`src/barrett_pkg.sv`:
```
`default_nettype none

package barrett_pkg;

  localparam int unsigned MOD_W  = 16;         // Modulus and result width.
  localparam int unsigned X_W    = 2 * MOD_W;  // Operand and mu width.
  localparam int unsigned PROD_W = 2 * X_W;    // Full product width.
  localparam int unsigned HALF_W = X_W / 2;    // Partial product operand width.
  localparam int unsigned K_W    = 5;          // Holds bit length up to MOD_W.
  localparam int unsigned TAG_W  = 4;

  localparam int unsigned MUL_LAT    = 3;
  localparam int unsigned X_DLY      = 2 * MUL_LAT + 1;  // Input reg to subtraction.
  localparam int unsigned VT_DLY     = 2 * MUL_LAT + 2;  // Input reg to output reg.
  localparam int unsigned REDUCE_LAT = 2 * MUL_LAT + 4;
  localparam int unsigned CNT_W      = $clog2(REDUCE_LAT + 1);

  typedef logic [TAG_W-1:0] tag_t;

  typedef struct packed {
    logic [MOD_W-1:0] q;
    logic [X_W-1:0]   mu;  // floor(4^k / q), computed by the host.
  } cfg_wr_t;

  typedef struct packed {
    logic [MOD_W-1:0] q;
    logic [X_W-1:0]   mu;
    logic [K_W-1:0]   k;   // Bit length of q.
  } barrett_cfg_t;

  typedef struct packed {
    logic [X_W-1:0] x;
    tag_t           tag;
  } red_in_t;

  typedef struct packed {
    logic [MOD_W-1:0] r;
    tag_t             tag;
  } red_out_t;

endpackage

`default_nettype wire

```
`src/pipe_mult.sv`:
```
`default_nettype none

module pipe_mult (
  input  logic                           clk_i,
  input  logic                           rst_ni,
  input  logic [barrett_pkg::X_W-1:0]    a_i,
  input  logic [barrett_pkg::X_W-1:0]    b_i,
  output logic [barrett_pkg::PROD_W-1:0] p_o
);
  import barrett_pkg::*;

  logic [X_W-1:0] a_q;
  logic [X_W-1:0] b_q;
  logic [X_W-1:0] pp_ll_q;  // a low times b low.
  logic [X_W-1:0] pp_lh_q;  // a low times b high.
  logic [X_W-1:0] pp_hl_q;  // a high times b low.
  logic [X_W-1:0] pp_hh_q;  // a high times b high.

  // Operand capture in stage 1.
  always_ff @(posedge clk_i or negedge rst_ni) begin
    if (!rst_ni) begin
      a_q <= '0;
      b_q <= '0;
    end else begin
      a_q <= a_i;
      b_q <= b_i;
    end
  end

  // Four half-width partial products in stage 2.
  always_ff @(posedge clk_i or negedge rst_ni) begin
    if (!rst_ni) begin
      pp_ll_q <= '0;
      pp_lh_q <= '0;
      pp_hl_q <= '0;
      pp_hh_q <= '0;
    end else begin
      pp_ll_q <= X_W'(a_q[HALF_W-1:0]) * X_W'(b_q[HALF_W-1:0]);
      pp_lh_q <= X_W'(a_q[HALF_W-1:0]) * X_W'(b_q[X_W-1:HALF_W]);
      pp_hl_q <= X_W'(a_q[X_W-1:HALF_W]) * X_W'(b_q[HALF_W-1:0]);
      pp_hh_q <= X_W'(a_q[X_W-1:HALF_W]) * X_W'(b_q[X_W-1:HALF_W]);
    end
  end

  // Sum in stage 3. The outer products do not overlap and simply concatenate.
  always_ff @(posedge clk_i or negedge rst_ni) begin
    if (!rst_ni) begin
      p_o <= '0;
    end else begin
      p_o <= {pp_hh_q, pp_ll_q}
           + (PROD_W'(pp_lh_q) << HALF_W)   // Cross terms.
           + (PROD_W'(pp_hl_q) << HALF_W);
    end
  end

endmodule

`default_nettype wire

```
`src/delay_line.sv`:
```
`default_nettype none

module delay_line #(
  parameter type         T     = logic,
  parameter int unsigned DEPTH = 1
) (
  input  logic clk_i,
  input  logic rst_ni,
  input  T     d_i,
  output T     d_o
);

  T stage_q [DEPTH];

  always_ff @(posedge clk_i or negedge rst_ni) begin
    if (!rst_ni) begin
      for (int i = 0; i < DEPTH; i++) begin
        stage_q[i] <= '0;
      end
    end else begin
      stage_q[0] <= d_i;
      for (int i = 1; i < DEPTH; i++) begin
        stage_q[i] <= stage_q[i-1];  // Shift one slot per cycle.
      end
    end
  end

  assign d_o = stage_q[DEPTH-1];

endmodule

`default_nettype wire

```
`src/barrett_cfg.sv`:
```
`default_nettype none

module barrett_cfg (
  input  logic                      clk_i,
  input  logic                      rst_ni,
  input  logic                      cfg_we_i,
  input  barrett_pkg::cfg_wr_t      cfg_i,
  output barrett_pkg::barrett_cfg_t cfg_o,
  output logic                      cfg_we_o
);
  import barrett_pkg::*;

  logic [K_W-1:0] k_calc;

  // Leading-one search, k is the index of the top set bit plus one.
  always_comb begin
    k_calc = '0;
    for (int unsigned i = 0; i < MOD_W; i++) begin
      if (cfg_i.q[i]) begin
        k_calc = K_W'(i + 1);  // Higher bits overwrite lower.
      end
    end
  end

  always_ff @(posedge clk_i or negedge rst_ni) begin
    if (!rst_ni) begin
      cfg_o    <= '0;
      cfg_we_o <= 1'b0;
    end else begin
      cfg_we_o <= cfg_we_i;  // Update marker for the pipeline.
      if (cfg_we_i) begin
        cfg_o.q  <= cfg_i.q;
        cfg_o.mu <= cfg_i.mu;
        cfg_o.k  <= k_calc;
      end
    end
  end

  // Barrett needs a modulus of at least two.
  a_q_min: assert property (@(posedge clk_i) disable iff (!rst_ni)
    cfg_we_i |-> cfg_i.q >= MOD_W'(2));

endmodule

`default_nettype wire

```
`src/barrett_reduce.sv`:
```
`default_nettype none

module barrett_reduce (
  input  logic                      clk_i,
  input  logic                      rst_ni,
  input  barrett_pkg::barrett_cfg_t cfg_i,
  input  logic                      cfg_we_i,
  input  logic                      in_valid_i,
  input  barrett_pkg::red_in_t      in_i,
  output logic                      out_valid_o,
  output barrett_pkg::red_out_t     out_o
);
  import barrett_pkg::*;

  typedef struct packed {
    logic valid;
    tag_t tag;
  } vt_t;

  logic              in_valid_q;
  red_in_t           in_q;
  vt_t               vt_in;
  vt_t               vt_dly;
  logic [X_W-1:0]    x_dly;
  logic [PROD_W-1:0] xmu;
  logic [X_W-1:0]    qhat_q;
  logic [PROD_W-1:0] qhq;
  logic [X_W-1:0]    r_q;
  logic [X_W-1:0]    r_one;
  logic [X_W-1:0]    r_two;
  logic [X_W-1:0]    q_ext;
  logic [K_W:0]      shamt;
  logic [CNT_W-1:0]  inflight_q;

  assign q_ext = X_W'(cfg_i.q);
  assign shamt = {cfg_i.k, 1'b0};  // Shift by 2k.
  assign vt_in = '{valid: in_valid_q, tag: in_q.tag};

  always_ff @(posedge clk_i or negedge rst_ni) begin
    if (!rst_ni) begin
      in_valid_q <= 1'b0;
    end else begin
      in_valid_q <= in_valid_i;
    end
  end

  always_ff @(posedge clk_i) begin
    in_q <= in_i;
  end

  // x times mu.
  pipe_mult mult_xmu_i (
    .clk_i  (clk_i),
    .rst_ni (rst_ni),
    .a_i    (in_q.x),
    .b_i    (cfg_i.mu),
    .p_o    (xmu)
  );

  always_ff @(posedge clk_i) begin
    qhat_q <= X_W'(xmu >> shamt);  // Estimate stays below q.
  end

  // qhat times q.
  pipe_mult mult_qhq_i (
    .clk_i  (clk_i),
    .rst_ni (rst_ni),
    .a_i    (qhat_q),
    .b_i    (q_ext),
    .p_o    (qhq)
  );

  delay_line #(
    .T     (logic [X_W-1:0]),
    .DEPTH (X_DLY)
  ) x_dly_i (
    .clk_i  (clk_i),
    .rst_ni (rst_ni),
    .d_i    (in_q.x),
    .d_o    (x_dly)
  );

  delay_line #(
    .T     (vt_t),
    .DEPTH (VT_DLY)
  ) vt_dly_i (
    .clk_i  (clk_i),
    .rst_ni (rst_ni),
    .d_i    (vt_in),
    .d_o    (vt_dly)
  );

  always_ff @(posedge clk_i) begin
    r_q <= x_dly - qhq[X_W-1:0];  // Exact, true value is below 3q.
  end

  // Estimate may be short by up to 2q.
  assign r_one = (r_q >= q_ext) ? r_q - q_ext : r_q;
  assign r_two = (r_one >= q_ext) ? r_one - q_ext : r_one;

  always_ff @(posedge clk_i or negedge rst_ni) begin
    if (!rst_ni) begin
      out_valid_o <= 1'b0;
      out_o       <= '0;
    end else begin
      out_valid_o <= vt_dly.valid;
      if (vt_dly.valid) begin
        out_o.r   <= r_two[MOD_W-1:0];
        out_o.tag <= vt_dly.tag;
      end
    end
  end

  // Operands between input and output register.
  always_ff @(posedge clk_i or negedge rst_ni) begin
    if (!rst_ni) begin
      inflight_q <= '0;
    end else begin
      inflight_q <= inflight_q + CNT_W'(in_valid_i) - CNT_W'(vt_dly.valid);
    end
  end

  a_x_range: assert property (@(posedge clk_i) disable iff (!rst_ni)
    in_valid_i |-> in_i.x < q_ext * q_ext);

  a_cfg_idle: assert property (@(posedge clk_i) disable iff (!rst_ni)
    cfg_we_i |-> inflight_q == '0);

  a_r_range: assert property (@(posedge clk_i) disable iff (!rst_ni)
    out_valid_o |-> out_o.r < cfg_i.q);

endmodule

`default_nettype wire

```
`src/barrett_top.sv`:
```
`default_nettype none

module barrett_top (
  input  logic                  clk_i,
  input  logic                  rst_ni,
  input  logic                  cfg_we_i,
  input  barrett_pkg::cfg_wr_t  cfg_i,
  input  logic                  in_valid_i,
  input  barrett_pkg::red_in_t  in_i,
  output logic                  out_valid_o,
  output barrett_pkg::red_out_t out_o
);
  import barrett_pkg::*;

  barrett_cfg_t cfg;
  logic         cfg_upd;  // One cycle after a write.

  barrett_cfg barrett_cfg_i (
    .clk_i    (clk_i),
    .rst_ni   (rst_ni),
    .cfg_we_i (cfg_we_i),
    .cfg_i    (cfg_i),
    .cfg_o    (cfg),
    .cfg_we_o (cfg_upd)
  );

  barrett_reduce barrett_reduce_i (
    .clk_i       (clk_i),
    .rst_ni      (rst_ni),
    .cfg_i       (cfg),
    .cfg_we_i    (cfg_upd),
    .in_valid_i  (in_valid_i),
    .in_i        (in_i),
    .out_valid_o (out_valid_o),
    .out_o       (out_o)
  );

endmodule

`default_nettype wire

```
`config.mk`:
```
export PLATFORM = sky130hd
export DESIGN_NAME = barrett_top
export DESIGN_NICKNAME = d
export VERILOG_FILES = /design/src/barrett_pkg.sv /design/src/pipe_mult.sv /design/src/delay_line.sv /design/src/barrett_cfg.sv /design/src/barrett_reduce.sv /design/src/barrett_top.sv
export SDC_FILE = /design/constraint.sdc
export NUM_CORES = 2
export LEC_CHECK = 0
export ABC_AREA = 1
export BUFFER_PORTS_ARGS = -buffer_cell sky130_fd_sc_hd__clkbuf_2
export CORE_MARGIN = 1.5
export CORE_UTILIZATION = 45
export DETAILED_ROUTE_END_ITERATION = 12
export GPL_TIMING_DRIVEN = 0
export PLACE_DENSITY = 0.72
export SYNTH_ARGS = -nofsm -noshare
export SYNTH_HDL_FRONTEND = slang
export SYNTH_HIERARCHICAL = 1
export SYNTH_SLANG_ARGS = --single-unit
export TNS_END_PERCENT = 5
```
`constraint.sdc`:
```
create_clock -name clk_i -period 15.3 [get_ports clk_i]
set_clock_uncertainty 0.2 [all_clocks]
set_input_delay 3.06 -clock clk_i [delete_from_list [all_inputs] [get_ports clk_i]]
set_output_delay 3.06 -clock clk_i [all_outputs]
set_load 0.02 [all_outputs]
```
==> metrics.md <==
| Metric | Value |
|---|---|
| Initial antenna violation count | `14` |
| Max H-tree Level | `3` |
| Highest-count cells in the layout ignoring fill and taps | `3228 x nand2_1, 2734 x inv_1, 1211 x fa_1` |
| Fmax | `138 MHz` |
| Syn. warnings | `6` |
| Vias per inst | `5.08` |
| Tmin final | `7.25 ns` |
| Share of cells above drive strength 1 | `under 10%` |
| Status | `finished clean` |
| Crit end category | `flip-flop` |
| Die Span Y | `448 microns` |
| Unrepaired setup endpoints after global routing | `false` |
| Final worst slack | `just over 8 ns` |
| First-pass GRT wire length | `436000 microns` |
| Sink Count | `854` |
| Final wirelength | `286000 microns` |
| Grt ovf | `0` |
| Critical Path Start Type | `flip-flop` |
| Post CTS Setup Buffer Count | `0` |
| Worst R2R Setup Slack | `8.05 ns` |
| Fillcell total | `about 19k` |
| Core area | `197000 sq um` |
| Total number of vias | `71.3k` |
| GP Congestion | `1.04` |
| Max-capacitance violation count | `0` |
| Place WS | `8.34 ns` |
| Initial core utilization | `between 40% and 50%` |
| Largest net degree at the start of global routing | `123` |
| Leading cell type in the layout, fill and taps excluded | `nand2_1` |
| Endpoints failing hold | `0` |
| CTS resizes | `0` |
| Vias in the first global route | `about 73k` |
| # setup viols final | `0` |
| Fin nets | `13.3k` |
| Cell area after synthesis | `89000 sq um` |
| WP data required | `15.71 ns` |
| Layout area overhead | `8.25%` |
| Clk root buf | `clkbuf_16` |
| Util after Layout | `48.9%` |
| Worst-Skew Late Latency | `0.78 ns` |
| Starting DRT DRC Count | `5868` |
| Tightest Hold Check Type | `reg -> reg` |
| Die area | `200000 sq um` |
| Clock Tree Buf Depth | `3` |
| Avg Cell Area, Syn | `~8.0 sq um` |
| Clock slew at reported path FFs | `0.07 ns` |
| Hold-fix buffer count after cts | `0` |
| CP Class | `reg -> reg` |
| Setup TNS | `0 ns` |
| IO Pins | `109` |
| Die width | `448 microns` |
| Cells after synthesis | `about 11k` |
| Slew HR | `under 10%` |
| Input/output buffers | `roughly 110` |
| Row count | `163` |
| Max-slew violation count | `0` |
| DPL Wire Length | `235000 microns` |
| Final hold slack | `between 0.1 and 0.15 ns` |
| WL/cell | `about 20 microns` |
| Fin crit share | `47.4%` |
| DR DRC count | `0` |
| CTS tree | `built` |
| CTS Buf Count | `89` |
| Worst-Margin Slew | `approximately 1.4 ns` |
| DR pass1 iterations | `6` |
| Final ANT Viol Nets | `0` |
| CP arrival | `7.66 ns` |
| Worst Path Max Fanout | `10` |
| Total GRT Usage | `29.2%` |
registers in the layout (all words and copies together), names as in the netlist, 35 cells and up:
register and flops:
barrett_cfg_i/cfg_o 52, barrett_reduce_i/in_q 36, barrett_reduce_i/mult_xmu_i/p_o 64, barrett_reduce_i/vt_dly_i/stage_q 35, barrett_reduce_i/x_dly_i/stage_q 192
critical path, stage by stage (launching register included):
cell and delay (ns):
dfrtp_1 0.92, clkbuf_1 0.93, nand2_1 0.18, fa_1 0.56, inv_1 0.06, fa_1 0.54
fa_1 0.61, fa_1 0.50, fa_1 0.54, inv_1 0.05, fa_1 0.49, inv_1 0.04
ha_1 0.42, nand2_1 0.13, nor2_1 0.13, inv_1 0.09, nor3_1 0.31, nand3_1 0.16
nand4_1 0.12, nand2_1 0.09
path summary, 6_finish.rpt:
check | start | to | cells after the start
max in group asynchronous | rst_ni | barrett_reduce_i/mult_xmu_i/pp_hl_q[27] | 5
worst min-delay path | barrett_reduce_i/mult_qhq_i/pp_ll_q[11] | barrett_reduce_i/mult_qhq_i/p_o[11] | 0
worst max register to register | barrett_reduce_i/mult_xmu_i/a_q[24] | barrett_reduce_i/mult_xmu_i/pp_hh_q[24] | 19
worst max-delay path | barrett_reduce_i/mult_xmu_i/a_q[24] | barrett_reduce_i/mult_xmu_i/pp_hh_q[24] | 19
min in group asynchronous | rst_ni | barrett_reduce_i/out_o[1] | 1
worst min register to register | barrett_reduce_i/mult_qhq_i/pp_ll_q[11] | barrett_reduce_i/mult_qhq_i/p_o[11] | 0
stage by stage:
stage / instance area, sq um / instances
finish: 96300 / 14043
global route: 96300 / 14034
CTS: 96300 / 14034
detailed placement: 93100 / 13869
global placement: 92900 / 13862
floorplan: 89100 / 11115
cell type report:
cell class,instances,area (sq um),share of cell area [%]
Multi-Input combinational cell,7018,55800,57.9
Sequential cell,854,20900,21.7
Inverter,2760,10400,10.8
Tap cell,2640,3300,3.43
Clock buffer,108,2390,2.48
Buffer,483,2000,2.07
Clock inverter,57,837,0.869
Timing Repair Buffer,114,737,0.765
Antenna cell,9,22.5,0.0234
per-layer routing:
layer  vias up  wire [microns]  GRT usage [%]
met5         -              82          0.147
met4        10           20400           17.5
met3       850           25500           6.44
met2      3075          131000           47.4
met1     34574          109000           35.5
li1      32791               -              -
Power is not shown: default switching activity piles up to over one toggle a cycle in this logic, so the estimate is an artifact.
